==> src/rtl/ifu_pkg.sv <==
package ifu_pkg;

   // a cache line and a fetch are the same size
   localparam int line_bytes_c = 16;
   localparam int line_bits_c = line_bytes_c * 8;
   localparam int line_off_w_c = $clog2(line_bytes_c);

   typedef struct packed {
      logic [31:0] vaddr;
      logic [15:0] cseg;
   } fetch_req_t;

   // linear address plus crossing info for the second read
   typedef struct packed {
      logic [31:0] laddr;
      logic        cross_line;
      logic        cross_page;
      logic [31:0] next_line;
   } addr_info_t;

   typedef struct packed {
      logic [line_bits_c-1:0] data;
      logic                   fault;
   } fetch_rsp_t;

endpackage

==> src/rtl/tlb_pkg.sv <==
package tlb_pkg;

   // apb map, one 8 byte slot per entry
   localparam int entry_stride_c = 8;
   localparam int tag_off_c = 0;
   localparam int data_off_c = 4;

   typedef struct packed {
      logic [19:0] vpn;
      logic [19:0] ppn;
      logic        valid;
      logic        present;
   } pte_t;

   typedef struct packed {
      logic        hit;
      logic [19:0] ppn;
   } tlb_hit_t;

   typedef struct packed {
      logic [19:0] vpn;
      logic [10:0] rsvd;
      logic        valid;
   } tag_word_t;

   typedef struct packed {
      logic [19:0] ppn;
      logic [10:0] rsvd;
      logic        present;
   } data_word_t;

endpackage

==> src/rtl/ifu_addr_gen.sv <==
module ifu_addr_gen
   import ifu_pkg::*;
(
   input  fetch_req_t  fetch_req,
   output addr_info_t  info,
   output logic [19:0] vpn_lo,
   output logic [19:0] vpn_hi
);

   logic [31:0] laddr;
   logic [31-line_off_w_c:0] next_idx;
   logic        off_nz;
   logic        last_line;

   // segment base is cseg << 16
   assign laddr = fetch_req.vaddr + {fetch_req.cseg, 16'h0000};

   assign off_nz = |laddr[line_off_w_c-1:0];

   // last line of the 4k page
   assign last_line = &laddr[11:line_off_w_c];

   assign next_idx = laddr[31:line_off_w_c] + 1'b1;

   assign info.laddr = laddr;
   assign info.cross_line = off_nz;
   assign info.cross_page = off_nz & last_line;
   assign info.next_line = {next_idx, {line_off_w_c{1'b0}}};

   // page of the first byte and the page after it
   assign vpn_lo = laddr[31:12];
   assign vpn_hi = laddr[31:12] + 20'd1;

endmodule

==> src/rtl/ifu_tlb.sv <==
module ifu_tlb
   import tlb_pkg::*;
#(
   parameter int tlb_entries = 8
) (
   input  logic        clk,
   input  logic        arst_n,
   input  logic        psel,
   input  logic        penable,
   input  logic        pwrite,
   input  logic [7:0]  paddr,
   input  logic [31:0] pwdata,
   output logic [31:0] prdata,
   output logic        pready,
   output logic        pslverr,
   input  logic [19:0] vpn_lo,
   input  logic [19:0] vpn_hi,
   output tlb_hit_t    hit_lo,
   output tlb_hit_t    hit_hi
);

   localparam int idx_w = (tlb_entries > 1) ? $clog2(tlb_entries) : 1;

   pte_t             entry_q [tlb_entries];
   logic [4:0]       apb_idx;
   logic [2:0]       apb_off;
   logic [idx_w-1:0] idx;
   logic             in_range;
   logic             is_tag;
   logic             is_data;
   logic             apb_wr;
   tag_word_t        wr_tag;
   data_word_t       wr_data;
   tag_word_t        rd_tag;
   data_word_t       rd_data;

   function automatic tlb_hit_t lookup(input logic [19:0] vpn);
      tlb_hit_t res;
      res = '0;
      // walk down so the lowest matching entry wins
      for (int i = tlb_entries - 1; i >= 0; i--) begin
         if (entry_q[i].valid && entry_q[i].present && entry_q[i].vpn == vpn) begin
            res.hit = 1'b1;
            res.ppn = entry_q[i].ppn;
         end
      end
      return res;
   endfunction

   assign apb_idx = 5'(paddr / entry_stride_c);
   assign apb_off = 3'(paddr % entry_stride_c);
   assign idx = apb_idx[idx_w-1:0];
   assign in_range = int'(apb_idx) < tlb_entries;
   assign is_tag = int'(apb_off) == tag_off_c;
   assign is_data = int'(apb_off) == data_off_c;
   assign apb_wr = psel & penable & pwrite & in_range;

   assign wr_tag = tag_word_t'(pwdata);
   assign wr_data = data_word_t'(pwdata);

   // no wait states
   assign pready = 1'b1;
   assign pslverr = psel & penable & ~in_range;

   always_ff @(posedge clk or negedge arst_n) begin
      if (!arst_n) begin
         for (int i = 0; i < tlb_entries; i++) begin
            entry_q[i] <= '0;
         end
      end else if (apb_wr) begin
         if (is_tag) begin
            entry_q[idx].vpn <= wr_tag.vpn;
            entry_q[idx].valid <= wr_tag.valid;
         end else if (is_data) begin
            entry_q[idx].ppn <= wr_data.ppn;
            entry_q[idx].present <= wr_data.present;
         end
      end
   end

   always_comb begin
      rd_tag = '0;
      rd_data = '0;
      prdata = '0;
      if (in_range) begin
         rd_tag.vpn = entry_q[idx].vpn;
         rd_tag.valid = entry_q[idx].valid;
         rd_data.ppn = entry_q[idx].ppn;
         rd_data.present = entry_q[idx].present;
         if (is_tag) begin
            prdata = rd_tag;
         end else if (is_data) begin
            prdata = rd_data;
         end
      end
   end

   // both pages looked up in parallel
   always_comb begin
      hit_lo = lookup(vpn_lo);
      hit_hi = lookup(vpn_hi);
   end

endmodule

==> src/rtl/ifu_controller.sv <==
module ifu_controller
   import ifu_pkg::*;
   import tlb_pkg::*;
(
   input  logic                    clk,
   input  logic                    arst_n,
   input  logic                    fetch_valid,
   input  addr_info_t              info,
   input  tlb_hit_t                hit_lo,
   input  tlb_hit_t                hit_hi,
   input  logic                    icache_ready,
   input  logic [line_bits_c-1:0]  icache_data,
   output logic                    icache_en,
   output logic [31:0]             icache_addr,
   output logic                    fetch_stall,
   output logic                    fetch_done,
   output logic                    fault,
   output logic [line_bits_c-1:0]  first_line,
   output logic [line_off_w_c-1:0] offset,
   output logic                    second_phase
);

   typedef enum logic [2:0] {
      st_idle,
      st_fault,
      st_rd1,
      st_rd2,
      st_done
   } state_t;

   state_t                  state_q;
   state_t                  state_d;
   logic                    accept;
   logic                    miss;
   logic [31:0]             addr1_q;
   logic [31:0]             addr2_q;
   logic [line_off_w_c-1:0] offset_q;
   logic                    cross_q;
   logic [line_bits_c-1:0]  line_q;
   logic [19:0]             ppn2;

   assign accept = (state_q == st_idle) && fetch_valid;

   // second page only matters when the fetch leaves the first one
   assign miss = !hit_lo.hit || (info.cross_page && !hit_hi.hit);

   assign ppn2 = info.cross_page ? hit_hi.ppn : hit_lo.ppn;

   always_comb begin
      state_d = state_q;
      case (state_q)
         st_idle: begin
            if (fetch_valid) begin
               state_d = miss ? st_fault : st_rd1;
            end
         end
         st_fault: state_d = st_idle;
         st_rd1: begin
            if (icache_ready) begin
               state_d = cross_q ? st_rd2 : st_done;
            end
         end
         st_rd2: begin
            if (icache_ready) begin
               state_d = st_done;
            end
         end
         st_done: state_d = st_idle;
         default: state_d = st_idle;
      endcase
   end

   always_ff @(posedge clk or negedge arst_n) begin
      if (!arst_n) begin
         state_q <= st_idle;
      end else begin
         state_q <= state_d;
      end
   end

   // physical line addresses fixed at acceptance
   always_ff @(posedge clk) begin
      if (accept) begin
         addr1_q <= {hit_lo.ppn, info.laddr[11:line_off_w_c], {line_off_w_c{1'b0}}};
         addr2_q <= {ppn2, info.next_line[11:line_off_w_c], {line_off_w_c{1'b0}}};
         offset_q <= info.laddr[line_off_w_c-1:0];
         cross_q <= info.cross_line;
      end
      if (state_q == st_rd1 && icache_ready) begin
         line_q <= icache_data;
      end
   end

   assign icache_en = (state_q == st_rd1) || (state_q == st_rd2);
   assign icache_addr = (state_q == st_rd2) ? addr2_q : addr1_q;

   assign fetch_stall = state_q != st_idle;
   assign fetch_done = (state_q == st_fault) || (state_q == st_done);
   assign fault = state_q == st_fault;

   assign first_line = line_q;
   assign offset = offset_q;
   assign second_phase = state_q == st_rd2;

endmodule

==> src/rtl/ifu_line_merge.sv <==
module ifu_line_merge
   import ifu_pkg::*;
(
   input  logic                    clk,
   input  logic                    arst_n,
   input  logic [line_bits_c-1:0]  first_line,
   input  logic [line_bits_c-1:0]  icache_data,
   input  logic [line_off_w_c-1:0] offset,
   input  logic                    second_phase,
   input  logic                    fault,
   input  logic                    done,
   output fetch_rsp_t              fetch_rsp
);

   logic [2*line_bits_c-1:0] wide;
   logic [2*line_bits_c-1:0] shifted;
   logic [line_bits_c-1:0]   merged;
   logic [line_bits_c-1:0]   data_q;

   always_comb begin
      // second line sits above the first, then drop offset bytes
      wide = second_phase ? {icache_data, first_line} : {{line_bits_c{1'b0}}, icache_data};
      shifted = wide >> {offset, 3'b000};
      // lowest address goes to the top byte
      for (int j = 0; j < line_bytes_c; j++) begin
         merged[line_bits_c-1-8*j -: 8] = shifted[8*j +: 8];
      end
   end

   // tracks the cache until done, so the last read lands in the done cycle
   always_ff @(posedge clk or negedge arst_n) begin
      if (!arst_n) begin
         data_q <= '0;
      end else if (!done) begin
         data_q <= merged;
      end
   end

   assign fetch_rsp.data = fault ? '0 : data_q;
   assign fetch_rsp.fault = fault;

endmodule

==> src/rtl/ifu_top.sv <==
module ifu_top
   import ifu_pkg::*;
   import tlb_pkg::*;
#(
   parameter int tlb_entries = 8
) (
   input  logic                   clk,
   input  logic                   arst_n,
   input  logic                   fetch_valid,
   input  fetch_req_t             fetch_req,
   output logic                   fetch_stall,
   output logic                   fetch_done,
   output fetch_rsp_t             fetch_rsp,
   output logic                   icache_en,
   output logic [31:0]            icache_addr,
   input  logic                   icache_ready,
   input  logic [line_bits_c-1:0] icache_data,
   input  logic                   psel,
   input  logic                   penable,
   input  logic                   pwrite,
   input  logic [7:0]             paddr,
   input  logic [31:0]            pwdata,
   output logic [31:0]            prdata,
   output logic                   pready,
   output logic                   pslverr
);

   addr_info_t              info;
   logic [19:0]             vpn_lo;
   logic [19:0]             vpn_hi;
   tlb_hit_t                hit_lo;
   tlb_hit_t                hit_hi;
   logic                    fault;
   logic [line_bits_c-1:0]  first_line;
   logic [line_off_w_c-1:0] offset;
   logic                    second_phase;

   // decode
   ifu_addr_gen u_addr_gen (
      .fetch_req (fetch_req),
      .info      (info),
      .vpn_lo    (vpn_lo),
      .vpn_hi    (vpn_hi)
   );

   // execute
   ifu_tlb #(
      .tlb_entries (tlb_entries)
   ) u_tlb (
      .clk     (clk),
      .arst_n  (arst_n),
      .psel    (psel),
      .penable (penable),
      .pwrite  (pwrite),
      .paddr   (paddr),
      .pwdata  (pwdata),
      .prdata  (prdata),
      .pready  (pready),
      .pslverr (pslverr),
      .vpn_lo  (vpn_lo),
      .vpn_hi  (vpn_hi),
      .hit_lo  (hit_lo),
      .hit_hi  (hit_hi)
   );

   ifu_controller u_controller (
      .clk          (clk),
      .arst_n       (arst_n),
      .fetch_valid  (fetch_valid),
      .info         (info),
      .hit_lo       (hit_lo),
      .hit_hi       (hit_hi),
      .icache_ready (icache_ready),
      .icache_data  (icache_data),
      .icache_en    (icache_en),
      .icache_addr  (icache_addr),
      .fetch_stall  (fetch_stall),
      .fetch_done   (fetch_done),
      .fault        (fault),
      .first_line   (first_line),
      .offset       (offset),
      .second_phase (second_phase)
   );

   // result
   ifu_line_merge u_line_merge (
      .clk          (clk),
      .arst_n       (arst_n),
      .first_line   (first_line),
      .icache_data  (icache_data),
      .offset       (offset),
      .second_phase (second_phase),
      .fault        (fault),
      .done         (fetch_done),
      .fetch_rsp    (fetch_rsp)
   );

endmodule

==> config.mk <==
export PLATFORM = sky130hd
export DESIGN_NAME = ifu_top
export DESIGN_NICKNAME = d
export VERILOG_FILES = /design/src/rtl/ifu_pkg.sv /design/src/rtl/tlb_pkg.sv /design/src/rtl/ifu_addr_gen.sv /design/src/rtl/ifu_tlb.sv /design/src/rtl/ifu_controller.sv /design/src/rtl/ifu_line_merge.sv /design/src/rtl/ifu_top.sv
export SDC_FILE = /design/constraint.sdc
export NUM_CORES = 2
export LEC_CHECK = 0
export BUFFER_PORTS_ARGS = -buffer_cell sky130_fd_sc_hd__buf_4
export CORE_UTILIZATION = 45
export DETAILED_ROUTE_END_ITERATION = 16
export PLACE_DENSITY = 0.7
export SYNTH_ARGS = -nofsm -noshare
export SYNTH_HDL_FRONTEND = slang
export SYNTH_SLANG_ARGS = --single-unit
==> constraint.sdc <==
create_clock -name clk -period 10.3 [get_ports clk]
set_input_delay 1.545 -clock clk [delete_from_list [all_inputs] [get_ports clk]]
set_output_delay 1.545 -clock clk [all_outputs]
set_load 0.01 [all_outputs]
# After elaboration in Yosys (flattened, before gate mapping)
# Cells that the tools add are included.
[totals]
input_bits = 223
ff_bits = 656
output_inout_bits = 198
[op_classes]
n_shift = 1
add_sub_neg = 3
order_cmp = 3
eq_ne = 24
mux = 46
n_reduce_logical = 41
bitwise_logic = 7
[ops]
columns = ["op", "n"]
rows = [
  ["$bwmux W336", 4],
  ["$mux W336", 2],
  ["$demux W42 S3", 4],
  ["$mux W21", 16],
  ["$eq A20 B20 Y1", 16],
  ["$mux W256", 1],
  ["$shr A256 B7 Y128", 1],
  ["$mux W128", 1],
  ["$mux W32", 4],
  ["$bmux W42 S3", 1],
  ["$mux W42", 3],
  ["$add A32 B32 Y32", 1],
  ["$logic_and A1 B1 Y1", 28],
  ["$mux W22", 1],
  ["$add A20 B1 Y20 const B", 1],
  ["$mux W20", 1],
  ["$mux W3", 4],
  ["$pmux W3 S3", 1],
  ["$add A8 B1 Y8 const B", 1],
  ["$reduce_and A8 Y1", 1],
  ["$eq A3 B2 Y1 const B", 2],
  ["$eq A3 B3 Y1 const B", 2],
  ["$logic_not A3 Y1", 2],
  ["$ne A2 B2 Y1 const B", 3],
  ["16 further kinds", 24],
]

# Depth between registers and ports, before layout
[depth]
ltp_word = 18
depth_mapped = 21

# Cells and area by module
# Synthesis repeated with hierarchy kept, for this count alone.
[unflattened]
cells_unflattened = 4574
area_unflattened_um2 = 48137.4
[by_module_without_submodules]
columns = ["mod", "cells_each", "n_inst", "seq_area_each_um2", "area_per_inst_um2"]
rows = [
  ["ifu_tlb", 2196, 1, 8408.1, 21772.1],
  ["ifu_line_merge", 1854, 1, 3203.1, 17830.9],
  ["ifu_controller", 272, 1, 5750.5, 6595.1],
  ["ifu_addr_gen", 252, 1, 0.0, 1939.4],
]

# Least setup slack after synthesis
# Ideal clock, no wire load.
[synth_path]
path_kind = "input to register"
from = "input icache_ready"
to = "register u_controller.line_q[0], in the netlist u_controller.first_line[0], enable pin"
arrival_time_ns = 10.699
path_stages = 1
t_required_ns = 9.502
setup_time_ns = 0.798
n_path_buf = 0
setup_slack_ns = -1.197
path_cell_list = "nor3b_1"
[synth_between]
elab_chain_len = 1
[synth_lines]
columns = ["element", "line", "rtl"]
rows = [
  ["start: declaration", "ifu_top.sv:16", "input logic icache_ready,"],
  ["$logic_and A1 B1 Y1", "ifu_controller.sv:89", "if (state_q == st_rd1 && icache_ready) begin"],
  ["end signal: assignment", "ifu_controller.sv:90", "line_q <= icache_data;"],
  ["end: declaration", "ifu_controller.sv:39", "logic [line_bits_c-1:0] line_q;"],
]
# Every way passes these cells.
# A chain may end at the register's enable or synchronous reset.

# Final worst setup path
[layout_path]
from = "input fetch_req[0] (netlist bit)"
to = "register u_controller.addr2_q[28] (data pin)"
[layout_between]
elab_chain_len = 13
[layout_lines]
columns = ["element", "line", "rtl"]
rows = [
  ["start: declaration", "ifu_top.sv:10", "input fetch_req_t fetch_req,"],
  ["$add A32 B32 Y32 (*)", "ifu_addr_gen.sv:16", "assign laddr = fetch_req.vaddr + {fetch_req.cseg, 16'h0000};"],
  ["$add A20 B1 Y20", "ifu_addr_gen.sv:32", "assign vpn_hi = laddr[31:12] + 20'd1;"],
  ["$eq A20 B20 Y1", "ifu_tlb.sv:42", "if (entry_q[i].valid && entry_q[i].present && entry_q[i].vpn == vpn) begin"],
  ["$logic_and A1 B1 Y1", "ifu_tlb.sv:42", ""],
  ["$mux W21 (8 in a row)", "ifu_tlb.sv:42", ""],
  ["$mux W20 (*)", "ifu_controller.sv:47", "assign ppn2 = info.cross_page ? hit_hi.ppn : hit_lo.ppn;"],
  ["named net u_controller.ppn2[16]", "ifu_controller.sv:40", "logic [19:0] ppn2;"],
  ["end signal: assignment", "ifu_controller.sv:85", "addr2_q <= {ppn2, info.next_line[11:line_off_w_c], {line_off_w_c{1'b0}}};"],
  ["end: declaration", "ifu_controller.sv:36", "logic [31:0] addr2_q;"],
]
# The timed path passes the listed nets; every way through them passes the cells marked *.

==> run summary <==
Min-delay src - u_line_merge.data_q[111]$_DFFE_PN0N_
Max H-tree Level - 3
Register Area - 17,360 um^2
Outcome - complete, no violations
Number of global-route vias before repair - 42,470
Cts bufs inserted - 79
Later-pin clock latency in the skew report - 0.70 ns
Worst Hold Class - flip-flop to flip-flop
Placed instance area - 53,260 um^2
Hold Path End - u_line_merge.data_q[111]$_DFFE_PN0N_
Reg-to-Reg End - u_controller.addr2_q[22]$_DFFE_PP_
Clock Tree Buf Depth - 3
Residual DRC - 0
Setup Viol. Count Final - 0
Total gr overflow - 0
Full die area - 110,700 um^2
Pleak - 0.02296 uW
Hold-critical path depth - 2
First-pass GRT wire length - 302,000 um
Clock sinks - 656
Final HPWL DP - 151,800 um
First drt pass iteration count - 10
Core area - 107,800 um^2
Clock-pin slew on the worst setup and hold paths - 0.06 ns
Initial core utilization - 0.4564
Routed length per instance - 31.67 um
Worst Setup End Kind - flip-flop
Net count, final - 5,396
Top FF cell, synth - dfrtp_1
TritonCTS clock tree - done
Max VDD drop - 127.5 uV
Top-count cell post-synth - mux2i_1
IO buf count - 393
Max-cap violations - 0
Via Count - 45,160
Final hold violations - 0
Number of setup buffers added after CTS - 0
Layout area overhead - 13.69%
Post-synth top area cell - dfrtp_1
Crit start category - input port
CP Launch Point - fetch_req[0]
Share of layout cells above drive strength 1 - 0.2319
Slew headroom - 0.08676
Critical path class - input port to flip-flop
PD cells - 135.7 nW/um^2
Root buffer cell - clkbuf_16
Drt total wl - 210,600 um
Crit-path cells - buf_4, ha_1, inv_1, fa_1, xnor2_2, nand4_1, a211oi_2, nand4_2, nor2_1, nand2_1, nor2_1, xnor3_1, and2_1, nand2_1, o221ai_1, a221oi_1, o31a_1
Setup TNS Final - 0 ns
Tot Pwr - 7594 uW
Die X - 332.7 um
Finished Cell Area - 55,940 um^2
Mapped Area - 49,210 um^2
Period utilization - 0.8069
Top area cells in the synthesized netlist - dfrtp_1 24%, edfxtp_1 12%, mux2i_1 10%
DR vias/cell - 6.791
Post-synth EDFFs - 189
Tmin final - 8.311 ns
CP max stage delay - 0.80 ns
Syn. warnings - 0
Iteration-0 DRC Markers - 6,411
Critical-path top delay cell - xnor3_1
CTS resizes - 0
Io pins - 421
Fmax - 0.1203 GHz
Antenna violations before repair - 40
Routability cong. - 1.057
Die Ht - 332.7 um
Multi-input gate area - 29,900 um^2
Post-synthesis sequential area ratio - 0.3528
Syn Inst Count - 4,983
RSZ-0062 raised after global routing - no
Crit Path Max Fanout - 16
Worst Path Arrival - 8.73 ns
Hold buffer count at cts - 0
Slew Viols, Final - 0
Worst r2r path cells - 10
Min Hold Slack - 0.4733 ns
Gr usage total - 0.3723
Syn avg cell area - 9.875 um^2
FF-to-FF Start - u_tlb.entry_q[316]$_DFFE_PN0P_
Post-synth top area share - 0.2375
Flop2flop setup slack - 4.11 ns
ANT nets after route - 0
Clock Skew - 0.04151 ns
Critical Path RT - 10.72 ns
Fill count - 9,841
Tightest Pin Transition - 1.370 ns
Rows - 120
Post-synth ARST share - 0.7119
Largest net degree at the start of global routing - 169
Util after Layout - 0.5189
Flops & latches, synth - 656
Yosys cell types - 113
Most frequent cells after synthesis - 504 x mux2i_1, 467 x dfrtp_1, 401 x nand2_1
## cell type report
| class | count | share of cell area |
|---|---|---|
| Multi-Input combinational cell | 3804 | 0.5344 |
| Timing Repair Buffer | 508 | 0.06853 |
| Inverter | 106 | 0.007314 |
| Sequential cell | 656 | 0.3103 |
| Clock inverter | 40 | 0.007247 |
| Clock buffer | 107 | 0.03961 |
| Antenna cell | 26 | 0.001163 |
| Tap cell | 1403 | 0.03138 |
## sequential cells by signal, summed over array words and instances (netlist names)
register / cells
u_tlb.entry_q: 336
u_controller.first_line: 128
u_line_merge.data_q: 128
u_controller.addr1_q: 28
u_controller.addr2_q: 28
u_controller.offset: 4
u_controller.state_q: 3
u_controller.cross_q: 1
## placed cells by master (no fill, tap or decap), drive strengths merged, types with 55 or more instances in the layout
master  Yosys  layout
buf       114     508
mux2i     504     504
dfrtp     467     467
nand2     401     401
mux2      360     360
nor2      340     340
a21oi     304     304
o21ai     227     227
edfxtp    189     189
xnor2     159     159
nor2b     156     156
mux4      127     127
inv       106     109
clkbuf    317     107
nor3      106     106
o22ai     100     100
nand3      97      97
xnor3      61      61
a211oi     61      61
nor4       56      56
a22oi      55      55
## power by group
part,leakage [uW],internal (uW),switching [uW]
clock network,0.00128,1650,1240
registers,0.00795,2780,88.4
logic,0.0137,702,1130
total,0.0230,5130,2460
## worst max-delay path, delay by kind of cell
kind,cells,cell delay (ns)
adder cells (fa/ha/maj),2,0.72
AND/OR/NAND/NOR,7,3.49
buffers and inverters,2,0.15
XOR/XNOR,2,1.39
AO/OA/AOI/OAI,4,1.40
## per-stage QoR
step	worst slack, ns	instances
after global routing	1.851	6650
after CTS	2.334	6624
after floorplan	3.337	4997
final	1.989	6650
after detailed placement	1.609	6477
after global placement	1.820	6477
## logic make-up after synthesis
| group | synth area share |
|---|---|
| DFF | 0.3528 |
| other | 0.0001526 |
| and+or+nand+nor | 0.1397 |
| adders and majority gates | 0.005136 |
| muxes | 0.2430 |
| xor gates and xnor gates | 0.06624 |
| AOI/OAI and AO/OA | 0.1493 |
| buffers and inverters | 0.04363 |
## worst max-delay path by stage
stage | end | slack [ns] | depth (start not counted)
2_1_floorplan | u_controller.first_line[0]$_DFFE_PP_ | 3.34 | 1
3_5_place_dp | u_controller.addr2_q[25]$_DFFE_PP_ | 1.61 | 17
4_1_cts | u_controller.addr2_q[18]$_DFFE_PP_ | 2.33 | 17
6_report | u_controller.addr2_q[28]$_DFFE_PP_ | 1.99 | 17
5_1_grt | u_controller.addr2_q[13]$_DFFE_PP_ | 1.85 | 17
3_3_place_gp | u_controller.addr2_q[25]$_DFFE_PP_ | 1.82 | 17
## layer usage
layer,vias up,GRT usage,share of wire
met5,-,0,0.00038
met4,12,0.2721,0.084
met3,757,0.09019,0.10
met2,3233,0.5714,0.45
met1,22120,0.4566,0.36
li1,19040,-,-
Power figures use the tool's default switching activity.
